===== config.mk =====
export PLATFORM = sky130hd
export DESIGN_NAME = motor_ctrl_top
export DESIGN_NICKNAME = d
export VERILOG_FILES = /design/src/hdl/board_pkg.sv /design/src/hdl/rt_write_arbiter.sv /design/src/hdl/cur_cmd_regs.sv /design/src/hdl/dac_serializer.sv /design/src/hdl/safety_check.sv /design/src/hdl/board_regs.sv /design/src/hdl/reg_read_mux.sv /design/src/hdl/motor_ctrl_top.sv
export VERILOG_INCLUDE_DIRS = /design/src /design/src/hdl
export SDC_FILE = /design/constraint.sdc
export NUM_CORES = 1
export LEC_CHECK = 0
export BUFFER_PORTS_ARGS = -buffer_cell sky130_fd_sc_hd__buf_2
export CELL_PAD_IN_SITES_DETAIL_PLACEMENT = 1
export CELL_PAD_IN_SITES_GLOBAL_PLACEMENT = 1
export CORE_ASPECT_RATIO = 1.5
export CORE_MARGIN = 2
export CORE_UTILIZATION = 35
export CTS_CLUSTER_SIZE = 8
export DETAILED_ROUTE_END_ITERATION = 10
export HOLD_SLACK_MARGIN = 0.05
export PLACE_DENSITY_LB_ADDON = 0.3
export SYNTH_ARGS = -nofsm -noshare
export SYNTH_HDL_FRONTEND = slang
export SYNTH_SLANG_ARGS = --single-unit

===== constraint.sdc =====
create_clock -name sysclk -period 5.95 [get_ports sysclk]
set_clock_uncertainty 0.15 [all_clocks]
set_input_delay 0.595 -clock sysclk [delete_from_list [all_inputs] [get_ports sysclk]]
set_output_delay 0.595 -clock sysclk [all_outputs]
set_load 0.005 [all_outputs]

===== src/hdl/board_defines.svh =====
// board control core constants
// address map of the main register space, channel count and
// the over-current rule used by the safety checks
`ifndef BOARD_DEFINES_SVH
`define BOARD_DEFINES_SVH

// ------------------------------------------------------------
// address map, reg_addr[15:12] space, [7:4] channel, [3:0] offset
// ------------------------------------------------------------
`define ADDR_MAIN      4'h0     // main register space

// channel 0 offsets
`define OFF_STATUS     4'h0     // board status and amp enables

// channel 1..N offsets
`define OFF_ADC_DATA   4'h0     // current feedback
`define OFF_DAC_CTRL   4'h1     // commanded current

// ------------------------------------------------------------
// channels and real-time block write
// ------------------------------------------------------------
`define NUM_CHANNELS   4
`define RT_CTRL_ADDR   3'd4     // rt quadlet that kicks off the replay

// ------------------------------------------------------------
// safety check
// ------------------------------------------------------------
`define SAFETY_MARGIN  16'h0100 // slack on top of 2x command
`define SAFETY_HOLD    8        // violating cycles before latching
`define MID_SCALE      16'h8000 // zero current, offset binary

`endif


===== src/hdl/board_pkg.sv =====
// board control core types
// write bus shared by the three masters, real-time write port,
// per-channel current vectors and channel masks

`include "board_defines.svh"

package board_pkg;

    // register write bus, driven by fw, eth or the rt block writer
    typedef struct packed {
        logic        wen;          // quadlet write strobe
        logic        blk_wen;      // block write done
        logic        blk_wstart;   // block write starting
        logic [15:0] waddr;        // space, channel, offset
        logic [31:0] wdata;
    } wr_bus_t;

    // real-time quadlet write from the host side
    typedef struct packed {
        logic        wen;
        logic [2:0]  addr;         // 0..3 channel words, 4 = go
        logic [31:0] data;
    } rt_wr_t;

    // one 16-bit code per channel, element 0 is channel 1
    typedef logic [`NUM_CHANNELS-1:0][15:0] cur_vec_t;

    // one bit per channel
    typedef logic [`NUM_CHANNELS-1:0] chan_mask_t;

endpackage


===== src/hdl/rt_write_arbiter.sv =====
// real-time block writer and write bus arbiter
// collects the four rt current words, replays them as a six-cycle block
// write on the go quadlet, otherwise hands the bus to eth or fw

`timescale 1ns/10ps

`include "board_defines.svh"

module rt_write_arbiter (
    input  logic               sysclk,
    input  logic               rst,
    input  board_pkg::rt_wr_t  rt_wr,
    input  board_pkg::wr_bus_t fw_wr,
    input  board_pkg::wr_bus_t eth_wr,
    input  logic               eth_write_en,
    output board_pkg::wr_bus_t wr_bus
);

    localparam logic [2:0] LAST_STEP = 3'(`NUM_CHANNELS + 1);  // blk_wen step

    logic [15:0]        rt_word [`NUM_CHANNELS];  // staged current words
    logic               replay_active;            // rt writer owns the bus
    logic [2:0]         replay_step;
    logic [3:0]         replay_chan;
    logic [3:0]         word_sel;
    board_pkg::wr_bus_t replay_bus;

    // word capture, ignored while replaying
    always_ff @(posedge sysclk) begin
        if (rt_wr.wen && !replay_active && (rt_wr.addr < 3'(`NUM_CHANNELS))) begin
            rt_word[rt_wr.addr[1:0]] <= rt_wr.data[15:0];
        end
    end

    // ------------------------------------------------------------
    // replay sequencer
    // ------------------------------------------------------------
    always_ff @(posedge sysclk) begin
        if (rst) begin
            replay_active <= 1'b0;
            replay_step   <= 3'd0;
        end else if (replay_active) begin
            if (replay_step == LAST_STEP) begin
                replay_active <= 1'b0;     // bus back to the hosts
                replay_step   <= 3'd0;
            end else begin
                replay_step <= replay_step + 3'd1;
            end
        end else if (rt_wr.wen && (rt_wr.addr == `RT_CTRL_ADDR)) begin
            replay_active <= 1'b1;         // starts next cycle
            replay_step   <= 3'd0;
        end
    end

    // step 0 start, 1..4 channel writes, 5 block done at last channel
    assign replay_chan = (replay_step == 3'd0)      ? 4'd1 :
                         (replay_step == LAST_STEP) ? 4'(`NUM_CHANNELS) :
                                                      {1'b0, replay_step};
    assign word_sel = replay_chan - 4'd1;

    always_comb begin
        replay_bus            = '0;
        replay_bus.waddr      = {`ADDR_MAIN, 4'd0, replay_chan, `OFF_DAC_CTRL};
        replay_bus.wdata      = {16'd0, rt_word[word_sel[1:0]]};
        replay_bus.blk_wstart = (replay_step == 3'd0);
        replay_bus.wen        = (replay_step != 3'd0) && (replay_step != LAST_STEP);
        replay_bus.blk_wen    = (replay_step == LAST_STEP);
    end

    // priority rt > eth > fw
    assign wr_bus = replay_active ? replay_bus :
                    eth_write_en  ? eth_wr     : fw_wr;

endmodule


===== src/hdl/cur_cmd_regs.sv =====
// commanded-current registers
// one 16-bit command per channel written over the main space,
// block writes raise a DAC update request held until the DAC is free

`timescale 1ns/10ps

`include "board_defines.svh"

module cur_cmd_regs (
    input  logic                sysclk,
    input  logic                rst,
    input  board_pkg::wr_bus_t  wr_bus,
    input  logic                dac_busy,
    output board_pkg::cur_vec_t cur_cmd,
    output logic                dac_update    // one-cycle start to the DAC
);

    logic       dac_addr_hit;   // main space, nonzero chan, DAC offset
    logic [3:0] wr_chan;
    logic [3:0] wr_idx;
    logic       cur_cmd_req;    // pending update, merges repeats

    assign wr_chan = wr_bus.waddr[7:4];
    assign wr_idx  = wr_chan - 4'd1;

    assign dac_addr_hit = (wr_bus.waddr[15:12] == `ADDR_MAIN) &&
                          (wr_chan != 4'd0) &&
                          (wr_bus.waddr[3:0] == `OFF_DAC_CTRL);

    always_ff @(posedge sysclk) begin
        if (rst) begin
            cur_cmd <= {`NUM_CHANNELS{`MID_SCALE}};   // zero current
        end else if (wr_bus.wen && dac_addr_hit && (wr_chan <= 4'(`NUM_CHANNELS))) begin
            cur_cmd[wr_idx[1:0]] <= wr_bus.wdata[15:0];
        end
    end

    // ------------------------------------------------------------
    // update request
    // ------------------------------------------------------------
    always_ff @(posedge sysclk) begin
        if (rst) begin
            cur_cmd_req <= 1'b0;
        end else if (wr_bus.blk_wen && dac_addr_hit) begin
            cur_cmd_req <= 1'b1;              // set wins over release
        end else if (dac_update) begin
            cur_cmd_req <= 1'b0;
        end
    end

    assign dac_update = cur_cmd_req & ~dac_busy;

endmodule


===== src/hdl/dac_serializer.sv =====
// quad DAC SPI shifter
// latches all channel commands on an update, sends channel 1 first,
// msb first, one bit per two clocks; data sampled on rising sclk

`timescale 1ns/10ps

`include "board_defines.svh"

module dac_serializer (
    input  logic                sysclk,
    input  logic                rst,
    input  board_pkg::cur_vec_t cur_cmd,
    input  logic                dac_update,
    output logic                dac_busy,
    output logic                dac_sclk,
    output logic                dac_mosi,
    output logic                dac_csel     // active low
);

    localparam int FRAME_BITS = 16 * `NUM_CHANNELS;       // 64
    localparam int CNT_W      = $clog2(2 * FRAME_BITS);   // 128 clocks

    logic [FRAME_BITS-1:0] frame;       // channel 1 in the top word
    logic [FRAME_BITS-1:0] shift_reg;   // payload, no reset
    logic [CNT_W-1:0]      bit_cnt;     // even = sclk low, odd = high

    always_comb begin
        for (int i = 0; i < `NUM_CHANNELS; i++) begin
            frame[FRAME_BITS-1-16*i -: 16] = cur_cmd[i];
        end
    end

    // ------------------------------------------------------------
    // frame sequencer
    // ------------------------------------------------------------
    always_ff @(posedge sysclk) begin
        if (rst) begin
            dac_busy <= 1'b0;
            dac_sclk <= 1'b0;
            bit_cnt  <= '0;
        end else if (!dac_busy) begin
            if (dac_update) begin
                dac_busy <= 1'b1;
                bit_cnt  <= '0;
            end
            dac_sclk <= 1'b0;
        end else begin
            bit_cnt  <= bit_cnt + 1'b1;
            dac_sclk <= ~bit_cnt[0];               // low again after last high
            if (bit_cnt == '1) begin
                dac_busy <= 1'b0;                  // 128th clock done
            end
        end
    end

    always_ff @(posedge sysclk) begin
        if (!dac_busy && dac_update) begin
            shift_reg <= frame;
        end else if (dac_busy && bit_cnt[0]) begin
            shift_reg <= {shift_reg[FRAME_BITS-2:0], 1'b0};  // next bit, sclk falls
        end
    end

    assign dac_mosi = dac_busy & shift_reg[FRAME_BITS-1];
    assign dac_csel = ~dac_busy;

endmodule


===== src/hdl/safety_check.sv =====
// over-current check for one channel
// flags feedback further from zero than twice the command plus a margin,
// latches an amp disable after a run of violating cycles

`timescale 1ns/10ps

`include "board_defines.svh"

module safety_check (
    input  logic        sysclk,
    input  logic        rst,
    input  logic [15:0] cur_in,         // feedback, offset binary
    input  logic [15:0] cmd_in,         // command, offset binary
    input  logic        clear_disable,  // amp enable rewrite
    output logic        amp_disable
);

    localparam int CNT_W = $clog2(`SAFETY_HOLD);

    logic [15:0]      cur_mag;    // |cur - mid|
    logic [15:0]      cmd_mag;    // |cmd - mid|
    logic [17:0]      limit;      // 2*cmd_mag + margin, no overflow
    logic             violation;
    logic [CNT_W-1:0] viol_cnt;   // consecutive violating cycles

    assign cur_mag = (cur_in >= `MID_SCALE) ? (cur_in - `MID_SCALE) : (`MID_SCALE - cur_in);
    assign cmd_mag = (cmd_in >= `MID_SCALE) ? (cmd_in - `MID_SCALE) : (`MID_SCALE - cmd_in);

    assign limit     = {1'b0, cmd_mag, 1'b0} + {2'b00, `SAFETY_MARGIN};
    assign violation = {2'b00, cur_mag} > limit;

    always_ff @(posedge sysclk) begin
        if (rst || clear_disable) begin
            viol_cnt    <= '0;
            amp_disable <= 1'b0;
        end else if (violation) begin
            if (viol_cnt == CNT_W'(`SAFETY_HOLD - 1)) begin
                amp_disable <= 1'b1;             // sticky until cleared
            end else begin
                viol_cnt <= viol_cnt + 1'b1;
            end
        end else begin
            viol_cnt <= '0;                      // run broken
        end
    end

endmodule


===== src/hdl/board_regs.sv =====
// board status register, channel 0
// holds the amp enables, pulses the enable commands that clear the
// safety disables, and builds the status word with the board id

`timescale 1ns/10ps

`include "board_defines.svh"

module board_regs (
    input  logic                  sysclk,
    input  logic                  rst,
    input  board_pkg::wr_bus_t    wr_bus,
    input  board_pkg::chan_mask_t safety_disable,
    input  logic [3:0]            board_id,
    output board_pkg::chan_mask_t amp_enable,
    output board_pkg::chan_mask_t amp_enable_cmd,  // one-cycle per channel
    output logic [31:0]           status_word
);

    logic                  status_wr;
    board_pkg::chan_mask_t amp_en_q;     // stored enables
    board_pkg::chan_mask_t wr_bits;

    assign status_wr = wr_bus.wen &&
                       (wr_bus.waddr[15:12] == `ADDR_MAIN) &&
                       (wr_bus.waddr[7:4] == 4'd0) &&
                       (wr_bus.waddr[3:0] == `OFF_STATUS);
    assign wr_bits   = wr_bus.wdata[`NUM_CHANNELS-1:0];

    // ------------------------------------------------------------
    // enables and command pulses
    // ------------------------------------------------------------
    always_ff @(posedge sysclk) begin
        if (rst) begin
            amp_en_q       <= '0;
            amp_enable_cmd <= '0;
        end else begin
            amp_enable_cmd <= status_wr ? wr_bits : '0;
            if (status_wr) begin
                amp_en_q <= wr_bits;
            end else begin
                // disable still set while its clear pulse is out
                amp_en_q <= amp_en_q & ~(safety_disable & ~amp_enable_cmd);
            end
        end
    end

    assign amp_enable = amp_en_q & ~safety_disable;

    // id 27:24, disables 11:8, enables 3:0
    assign status_word = {4'd0, board_id, 12'd0, safety_disable, 4'd0, amp_en_q};

endmodule


===== src/hdl/reg_read_mux.sv =====
// register read mux
// one-cycle registered read of status, commanded and feedback currents

`timescale 1ns/10ps

`include "board_defines.svh"

module reg_read_mux (
    input  logic                sysclk,
    input  logic                rst,
    input  logic [15:0]         reg_raddr,
    input  logic [31:0]         status_word,
    input  board_pkg::cur_vec_t cur_cmd,
    input  board_pkg::cur_vec_t cur_fb,
    output logic [31:0]         reg_rdata
);

    logic [3:0] rd_chan;
    logic [3:0] rd_idx;       // channel 1..N to vector index
    logic       rd_main;
    logic       chan_ok;

    assign rd_main = (reg_raddr[15:12] == `ADDR_MAIN);
    assign rd_chan = reg_raddr[7:4];
    assign rd_idx  = rd_chan - 4'd1;
    assign chan_ok = (rd_chan <= 4'(`NUM_CHANNELS));

    always_ff @(posedge sysclk) begin
        if (rst) begin
            reg_rdata <= 32'd0;
        end else if (!rd_main || !chan_ok) begin
            reg_rdata <= 32'd0;                            // other spaces unmapped
        end else if (rd_chan == 4'd0) begin
            reg_rdata <= status_word;
        end else if (reg_raddr[3:0] == `OFF_DAC_CTRL) begin
            reg_rdata <= {16'd0, cur_cmd[rd_idx[1:0]]};
        end else if (reg_raddr[3:0] == `OFF_ADC_DATA) begin
            reg_rdata <= {16'd0, cur_fb[rd_idx[1:0]]};
        end else begin
            reg_rdata <= 32'd0;
        end
    end

endmodule


===== src/hdl/motor_ctrl_top.sv =====
// motor controller control core
// write bus arbitration, commanded-current registers with DAC SPI output,
// per-channel over-current safety and the board status register

`timescale 1ns/10ps

`include "board_defines.svh"

module motor_ctrl_top (
    input  logic                   sysclk,
    input  logic                   rst,
    input  board_pkg::wr_bus_t     fw_wr,         // FireWire host writes
    input  board_pkg::wr_bus_t     eth_wr,        // Ethernet host writes
    input  logic                   eth_write_en,  // eth owns the bus
    input  board_pkg::rt_wr_t      rt_wr,
    input  logic [15:0]            reg_raddr,
    input  board_pkg::cur_vec_t    cur_fb,        // current feedback
    input  logic [3:0]             board_id,
    output logic [31:0]            reg_rdata,
    output logic                   dac_sclk,
    output logic                   dac_mosi,
    output logic                   dac_csel,
    output board_pkg::chan_mask_t  amp_enable
);

    board_pkg::wr_bus_t    wr_bus;          // arbitrated write bus
    board_pkg::cur_vec_t   cur_cmd;
    logic                  dac_update;
    logic                  dac_busy;
    board_pkg::chan_mask_t safety_disable;
    board_pkg::chan_mask_t amp_enable_cmd;  // enable pulses, clear disables
    logic [31:0]           status_word;

    // ------------------------------------------------------------
    // write path
    // ------------------------------------------------------------
    rt_write_arbiter u_arb (
        .sysclk(sysclk), .rst(rst), .rt_wr(rt_wr), .fw_wr(fw_wr),
        .eth_wr(eth_wr), .eth_write_en(eth_write_en), .wr_bus(wr_bus)
    );

    cur_cmd_regs u_cmd (
        .sysclk(sysclk), .rst(rst), .wr_bus(wr_bus), .dac_busy(dac_busy),
        .cur_cmd(cur_cmd), .dac_update(dac_update)
    );

    dac_serializer u_dac (
        .sysclk(sysclk), .rst(rst), .cur_cmd(cur_cmd), .dac_update(dac_update),
        .dac_busy(dac_busy), .dac_sclk(dac_sclk), .dac_mosi(dac_mosi),
        .dac_csel(dac_csel)
    );

    // ------------------------------------------------------------
    // safety, one checker per channel
    // ------------------------------------------------------------
    for (genvar i = 0; i < `NUM_CHANNELS; i++) begin : g_safe
        safety_check u_safe (
            .sysclk(sysclk), .rst(rst), .cur_in(cur_fb[i]), .cmd_in(cur_cmd[i]),
            .clear_disable(amp_enable_cmd[i]), .amp_disable(safety_disable[i])
        );
    end

    board_regs u_chan0 (
        .sysclk(sysclk), .rst(rst), .wr_bus(wr_bus), .safety_disable(safety_disable),
        .board_id(board_id), .amp_enable(amp_enable), .amp_enable_cmd(amp_enable_cmd),
        .status_word(status_word)
    );

    // read side
    reg_read_mux u_rd (
        .sysclk(sysclk), .rst(rst), .reg_raddr(reg_raddr), .status_word(status_word),
        .cur_cmd(cur_cmd), .cur_fb(cur_fb), .reg_rdata(reg_rdata)
    );

endmodule


# == Word level (Yosys, flattened, before mapping) ==
# Memory sizes are Yosys's and may differ from the RTL's.
# Index checks and enable logic that the tools add are counted.
# Widths: inputs -> output; s select.
# word_totals
regBits,198
mem_bits_rw,64
output_inout_bits,39
elab_cells,187
mem_count,1
# memory_table
name,words,word_bits,read_ports,rd_ports_with_merged_regs,wr,line_no,source
u_arb.rt_word,4,16,1,0,1,rt_write_arbiter.sv:21,logic [15:0] rt_word [`NUM_CHANNELS];
# op_classes
addsub,29
n_lt_le_gt_ge,18
n_eq_ne,10
n_mux,40
n_bitwise,15
reduce_logical,50
# ops
cell,count
$mux 16,12
$ge 16x16->1 const B,8
$mux 64,2
$sub 16x16->16 const A,8
$sub 16x16->16 const B,8
$mux 51,2
$add 17x9->18 const B,4
$gt 16x18->1,4
$bmux 16 s2,2
$bwmux 64,1
$mux 28,2
$demux 16 s2,1
$logic_not 4->1,6
$eq 3x3->1 const B,6
$add 3x1->3 const B,5
$logic_and 1x1->1,15
$mux 3,5
$mux 7,2
$reduce_or 2->1,7
$and 4x4->4,3
$not 4->4,3
$mux 1,10
$eq 4x1->1 const B,2
$le 4x3->1 const B,2
other kinds (19),42

# == Longest topological paths before layout ==
# Gate-level depths: netlist (run 1).
# An unclocked memory read counts as a cell.
# logic_depth
ltp_word,12
mapped_depth,20
depth_no_buf,20

# == Modules after synthesis ==
# From an unflattened synthesis (run 1), not the netlist that was laid out.
# hier_totals
hier_cells,1842
area_unflattened_um2,17783.3
# by_module_without_submodules
module,n_inst,cells_per_inst,area_each_um2,seq_area_each_um2
rt_write_arbiter,1,272,3606.0,2001.9
dac_serializer,1,316,3115.5,2102.0
cur_cmd_regs,1,241,2722.6,1301.2
reg_read_mux,1,170,2001.9,640.6
safety_check at g_safe[2].u_safe,1,210,1535.2,80.1
safety_check at g_safe[0].u_safe,1,191,1405.1,80.1
safety_check at g_safe[3].u_safe,1,196,1397.6,80.1
safety_check at g_safe[1].u_safe,1,180,1390.1,80.1
board_regs,1,66,609.3,160.2

# == Worst setup path before layout (run 1) ==
# Ideal clock, no wire load.
# synth_path
kind,register to register
start,reg u_cmd.cur_cmd[63] (netlist name)
end,reg g_safe[3].u_safe.viol_cnt[0]
setup_time_ps,133
arrival_ps,4042
required_time_ps,5667
slack_ps,1625
path_stages_with_launch,20
n_path_buf,3
path_cell_list,dfxtp_1 -> clkbuf_1 -> clkbuf_1 -> buf_1 -> nor2_1 -> xor2_1 -> ha_1 -> and2_1 -> and4_1 -> and4bb_2 -> o21ai_0 -> a221o_1 -> xor2_1 -> ha_1 -> a211o_1 -> o211ai_1 -> a21oi_1 -> or4_1 -> nand2_1 -> nor3_1
# synth_between
elab_chain_cells,6
word_cells_on_any_way,8
cone_classes,3 x add/sub; 2 x order compare; 1 x mux; 1 x bitwise; 1 x reduce/logical
# synth_rtl
item,line_no,source
"start, declared",cur_cmd_regs.sv:14,"output board_pkg::cur_vec_t cur_cmd,"
"start signal, assigned",cur_cmd_regs.sv:32,cur_cmd <= {`NUM_CHANNELS{`MID_SCALE}};
"start signal, assigned by index",cur_cmd_regs.sv:34,cur_cmd[wr_idx[1:0]] <= wr_bus.wdata[15:0];
$sub 16x16->16 (no source line) or $ge 16x16->1 (tied branches),n/a,
$mux 16 *,safety_check.sv:27,assign cmd_mag = (cmd_in >= `MID_SCALE) ? (cmd_in - `MID_SCALE) : (`MID_SCALE - cmd_in);
$add 17x9->18 *,safety_check.sv:29,"assign limit = {1'b0, cmd_mag, 1'b0} + {2'b00, `SAFETY_MARGIN};"
$gt 16x18->1 *,safety_check.sv:30,"assign violation = {2'b00, cur_mag} > limit;"
$not 1->1 (no source line) *,n/a,
$reduce_or 2->1 (no source line) *,n/a,
"end signal, assigned",safety_check.sv:40,viol_cnt <= viol_cnt + 1'b1;
"end, declared",safety_check.sv:24,logic [CNT_W-1:0] viol_cnt;
# Every way passes the cells marked *; elsewhere a longest branch is shown, timed or not.
# A chain may end at the register's enable or synchronous reset.

# == Worst setup path in the final report (run 1) ==
# layout_path
start,reg u_cmd.cur_cmd[48] (netlist name)
end,reg g_safe[3].u_safe.viol_cnt[0]
# Same word-level chain as after synthesis.

==> results of run 1 <==
[power by group through the flow]
stage          sequential (mW)  combinational, mW  clock, mW
6_report                  1.84              0.459       1.99
3_3_place_gp              1.87              0.439          0
4_1_cts                   1.84              0.460       2.04
2_1_floorplan             1.87              0.271          0
5_1_grt                   1.84              0.506       2.10
3_5_place_dp              1.87              0.456          0
[stage by stage]
stage | setup WS (ps) | instances | hold WS, ps | total power [mW]
finish | 1170 | 2482 | 111 | 4.29
global placement | 1230 | 2420 | 308 | 2.31
floorplan | 1630 | 1734 | 289 | 2.14
detailed placement | 1210 | 2420 | 309 | 2.33
global route | 851 | 2482 | 106 | 4.45
CTS | 1180 | 2482 | 96.2 | 4.33
[final cells by class]
cell class | count | area, um^2
Clock buffer | 61 | 1070
Clock inverter | 1 | 16.3
Fill cell | 5266 | 27000
Inverter | 46 | 173
Multi-Input combinational cell | 1320 | 9200
Sequential cell | 250 | 6290
Tap cell | 588 | 736
Timing Repair Buffer | 216 | 1150
[synth_stat cells, drive strengths merged (13+ instances only)]
cell / n
o211ai: 20
ha: 82
nand2b: 13
buf: 42
clkbuf: 76
nor3: 56
mux4: 32
dfxtp: 122
mux2i: 114
nor2b: 19
nand4: 21
xnor2: 63
a21oi: 69
nand2: 224
nor2: 198
a22oi: 17
o21ai: 70
and2: 15
a31oi: 20
mux2: 18
nand3: 29
inv: 46
nor4: 28
or4: 16
edfxtp: 128
xor2: 72
[path summary, 6_finish.rpt]
kind | startpoint | endpoint | slack (ps) | depth (start not counted)
setup / recovery | u_cmd.cur_cmd[48]$_SDFFE_PP0P_ | g_safe[3].u_safe.viol_cnt[0]$_SDFFE_PP0N_ | 1170 | 20
hold / removal | board_id[2] | u_rd.reg_rdata[26]$_SDFF_PP0_ | 110 | 2
setup reg to reg | u_cmd.cur_cmd[48]$_SDFFE_PP0P_ | g_safe[3].u_safe.viol_cnt[0]$_SDFFE_PP0N_ | 1170 | 20
hold reg to reg | u_dac.bit_cnt[6]$_SDFFE_PP0P_ | u_dac.dac_busy$_SDFF_PP0_ | 330 | 1
[logic make-up after synthesis]
group,count (synthesis),share of synthesized area
flops,250,0.390
compound gates,264,0.106
mux,164,0.128
xor+xnor,135,0.0734
fa+ha+maj,82,0.0637
simple gates,663,0.195
other cells,1,0.000233
buf+inv,164,0.0432
[worst max-delay path, stage by stage (launching register included)]
cell	delay [ps]
dfxtp_1	360
inv_1	100
ha_1	240
nor4b_1	390
a21oi_1	150
xnor2_1	250
inv_1	70
ha_1	240
nor3b_1	160
a21boi_0	170
and4bb_2	380
o21ai_0	100
a221o_1	320
xor2_1	150
ha_1	220
a211o_1	270
o211ai_1	90
a21oi_1	90
or4_1	530
nand2_1	120
nor3_1	60
[per-layer routing]
| layer | global-route usage | routed length, um |
|---|---|---|
| met5 | 0 | 0 |
| met4 | 0.131 | 3480 |
| met3 | 0.0311 | 2700 |
| met2 | 0.401 | 27000 |
| met1 | 0.268 | 21800 |
==> summary.txt, run 1 <==
crit path DAT - 5030 ps
Sw Ratio - 0.248
Comb power frac - 0.107
setup bufs post-CTS - 0
clk_lat worst skew - 540 ps
CP startpoint kind - flip-flop
top-level I/O count - 264
grt ovf - 0
Yosys top cell area share - 0.239
worst slew pin tran - 1030 ps
number of setup violations in the final report - 0
P_sw - 1.06 mW
Syn Std Cell Area - 16100 um^2
final hold viol count - 0
Synth cell types - 82
area grow syn2layout - 15.7%
Ant. Diodes - 0
IO buf count - 189
Clock Sinks - 250
syn avg cell area - 9.35 um^2
critical path endpoint category - flip-flop
DR WL/cell - 22.1 um
layout cells sized above 1 - 0.181
Post-DRT Antenna Nets - 0
largest net degree at the start of global routing - 89
core area - 45600 um^2
Worst VDD drop - 0.164 mV
post-route clock period utilization - 0.803
# DRC - 0
final WL - 55.0 mm
ys flop type - edfxtp_1
post-synthesis sequential area ratio - 0.390
area leader, netlist - edfxtp_1
vias - 13600
Yosys warning total - 0
Area after DPL - 17500 um^2
# H-tree levels - 2
cts bufs inserted - 37
Pwr Density - 230 nW/um^2
Starting Density - 0.353
Clk pwr share - 0.464
Achievable Freq - 209 MHz
first-pass GRT wire length - 83.0 mm
DIE HEIGHT - 267 um
die area - 47800 um^2
Cell Int Power - 3.22 mW
Die Span X - 179 um
Critical Path RT - 6200 ps
Mapped Cells - 1723
hold buffers post-CTS - 0
WS Path Type - flip-flop to flip-flop
Finished Core Util - 0.408
setup_tns - 0 ps
Post-synth ARST share - 0
row cnt - 96
final slew viol count - 0
most frequent cells in the layout - nand2_1 (222), nor2_1 (197), buf_2 (189)
GP Congestion - 0.915
post_cts resized - 0
clk buf depth - 3
vias in the first global route - 14100
top cells by area, synth - edfxtp_1 (24%), dfxtp_1 (15%), mux2i_1 (7.1%)
commonest non-fill, non-tap cell in the layout - nand2_1
Post-synth EDFFs - 128
CTS root buf - clkbuf_16
Clock Pin Slew Worst Setup and Hold Paths - 60 ps
Starting DRT DRC Count - 710
CTS tree - done
Final Cell Area - 18600 um^2
Hold Crit Class - input port to flip-flop
status - finished clean
nets - 2178
CP Max Fanout - 6
final period demand of the worst path - 4780 ps
Detailed Routing Iterations Pass 1 - 5
Seq pwr share - 0.429
initial antenna violation count - 0
max capacitance violation total - 0
relative max-transition margin - 0.307
hpwl dp - 41.3 mm
drt via density - 5.49
unrepaired setup endpoints after global routing - no
leakage - 7.53 nW
number of synthesized register bits - 250
GRT Overall Usage - 0.230
(Power assumes the default switching activity.)
==> inputs of run 2 (changes only) <==
Clock period 5.95 ns to 5 ns, I/O delays scaled along.
==> run 2 against run 1 <==
Net effect: combinational power is 22% higher; register-to-register slack worse by 810 ps; via count is 1.4% higher; worst setup slack worse by 810 ps; global-route usage is 0.83 points higher; final area is 1.9% higher; critical endpoint is now g_safe[3].u_safe.viol_cnt[1]$_SDFFE_PP0N_; largest cell class unchanged; largest power group unchanged.
==> summary.txt, run 2 (synthesis gave the netlist of run 1 again) <==
grt ovf - 0
worst slew pin tran - 1450 ps
largest net degree at the start of global routing - 79
Clock Pin Slew Worst Setup and Hold Paths - 60 ps
die area - 47800 um^2
dpl cells - 2438
setup_tns - 0 ps
IO buf count - 189
hpwl dp - 42.9 mm
WS Path Type - flip-flop to flip-flop
GR Util met2 - 0.413
Post-Place Worst Slack - 245 ps
Hold Slack - 198 ps
nets - 2216
hold depth - 2
row cnt - 96
vias - 13800
CTS tree - done
setup bufs post-CTS - 0
critical path endpoint category - flip-flop
Worst VDD drop - 0.239 mV
Area after DPL - 17700 um^2
final period demand of the worst path - 4640 ps
post-route clock period utilization - 0.927
DR WL/cell - 22.4 um
top-level I/O count - 264
CP startpoint kind - flip-flop
Achievable Freq - 216 MHz
max capacitance violation total - 0
Finished Core Util - 0.416
final slew viol count - 0
clk buf depth - 3
met3 usage - 0.0305
GP Congestion - 0.925
most frequent cells in the layout - nand2_1 (222), nor2_1 (197), buf_2 (189)
unrepaired setup endpoints after global routing - no
CTS root buf - clkbuf_16
Starting DRT DRC Count - 725
Hold Crit Class - input port to flip-flop
first-pass GRT wire length - 85.9 mm
GRT Overall Usage - 0.238
commonest non-fill, non-tap cell in the layout - nand2_1
relative max-transition margin - 0.0257
Die Span X - 179 um
met1 Track Usage GR - 0.274
RR Startpoint - u_cmd.cur_cmd[48]$_SDFFE_PP0P_
cts bufs inserted - 37
# H-tree levels - 2
vias in the first global route - 14600
final WL - 56.6 mm
Total Power - 5.15 mW
Top Usage Layer GRT - met2
crit path DAT - 4900 ps
Pwr Density - 271 nW/um^2
final hold viol count - 0
Ant. Diodes - 0
area grow syn2layout - 17.9%
Critical Path RT - 5260 ps
layout cells sized above 1 - 0.187
initial antenna violation count - 1
Final Cell Area - 19000 um^2
Final WS setup - 364 ps
# DRC - 0
clk_lat worst skew - 540 ps
worst hold start - rst
Non-Filler Instances - 2524
core area - 45600 um^2
drt via density - 5.47
DIE HEIGHT - 267 um
status - finished clean
Clock Sinks - 250
R2R cell count - 20
Critical Path Source - u_cmd.cur_cmd[48]$_SDFFE_PP0P_
Detailed Routing Iterations Pass 1 - 4
number of setup violations in the final report - 0
Post-DRT Antenna Nets - 0
CP Max Fanout - 6
leakage - 7.71 nW
Starting Density - 0.353
## run 2: changes by cell type in the layout (fill, tap and decap cells not counted), sizes merged
cell         previous run  this run
clkbuf                 61        65
buf                   216       234
dlygate4sd3             0        20
## run 2: routing by layer
layer	vias to the layer above	wire, um
li1	6534	-
met1	6718	22700
met2	424	27300
met3	137	2500
met4	2	4070
met5	-	9
## run 2: power by group
group | internal (mW) | switching, mW | leakage [nW]
sequential | 2.17 | 0.0134 | 2.14
combinational | 0.230 | 0.331 | 5.05
clock | 1.44 | 0.962 | 0.519
total | 3.85 | 1.31 | 7.71
## run 2: worst paths after layout
kind	end	slack, ps
setup reg to reg	g_safe[3].u_safe.viol_cnt[1]$_SDFFE_PP0N_	360
hold reg to reg	u_dac.dac_busy$_SDFF_PP0_	330
setup / recovery	g_safe[3].u_safe.viol_cnt[1]$_SDFFE_PP0N_	360
hold / removal	u_chan0.amp_en_q[3]$_SDFF_PP0_	200
## run 2: area by class of cell
cell class | instances | area (um^2)
clock inverters | 1 | 16.3
fillers | 5264 | 26700
repair buffers | 254 | 1480
inverters | 46 | 173
flip-flops and latches | 250 | 6290
well taps | 588 | 736
multi-input cells | 1320 | 9210
clock buffers | 65 | 1070
## run 2: worst max-delay path, cell delays in order, from the launching register on
cell and delay (ps):
dfxtp_1 360, inv_1 90, ha_1 240, nor4b_2 290, a21oi_1 130, xnor2_1 250, inv_1 70, ha_1 250
and2_1 170, and4_1 180, and4bb_2 350, o21ai_0 90, a221o_1 320, xor2_1 160, ha_1 220, a211o_1 270
o211ai_1 80, a21oi_1 90, or4_1 550, nand2_1 130, nor3_1 60
## run 2: repair_timing
action,in CTS,in global routing
hold buffers,20,0
setup endpoints to repair,0,8
hold endpoints to repair,68,0
resized for setup,0,2
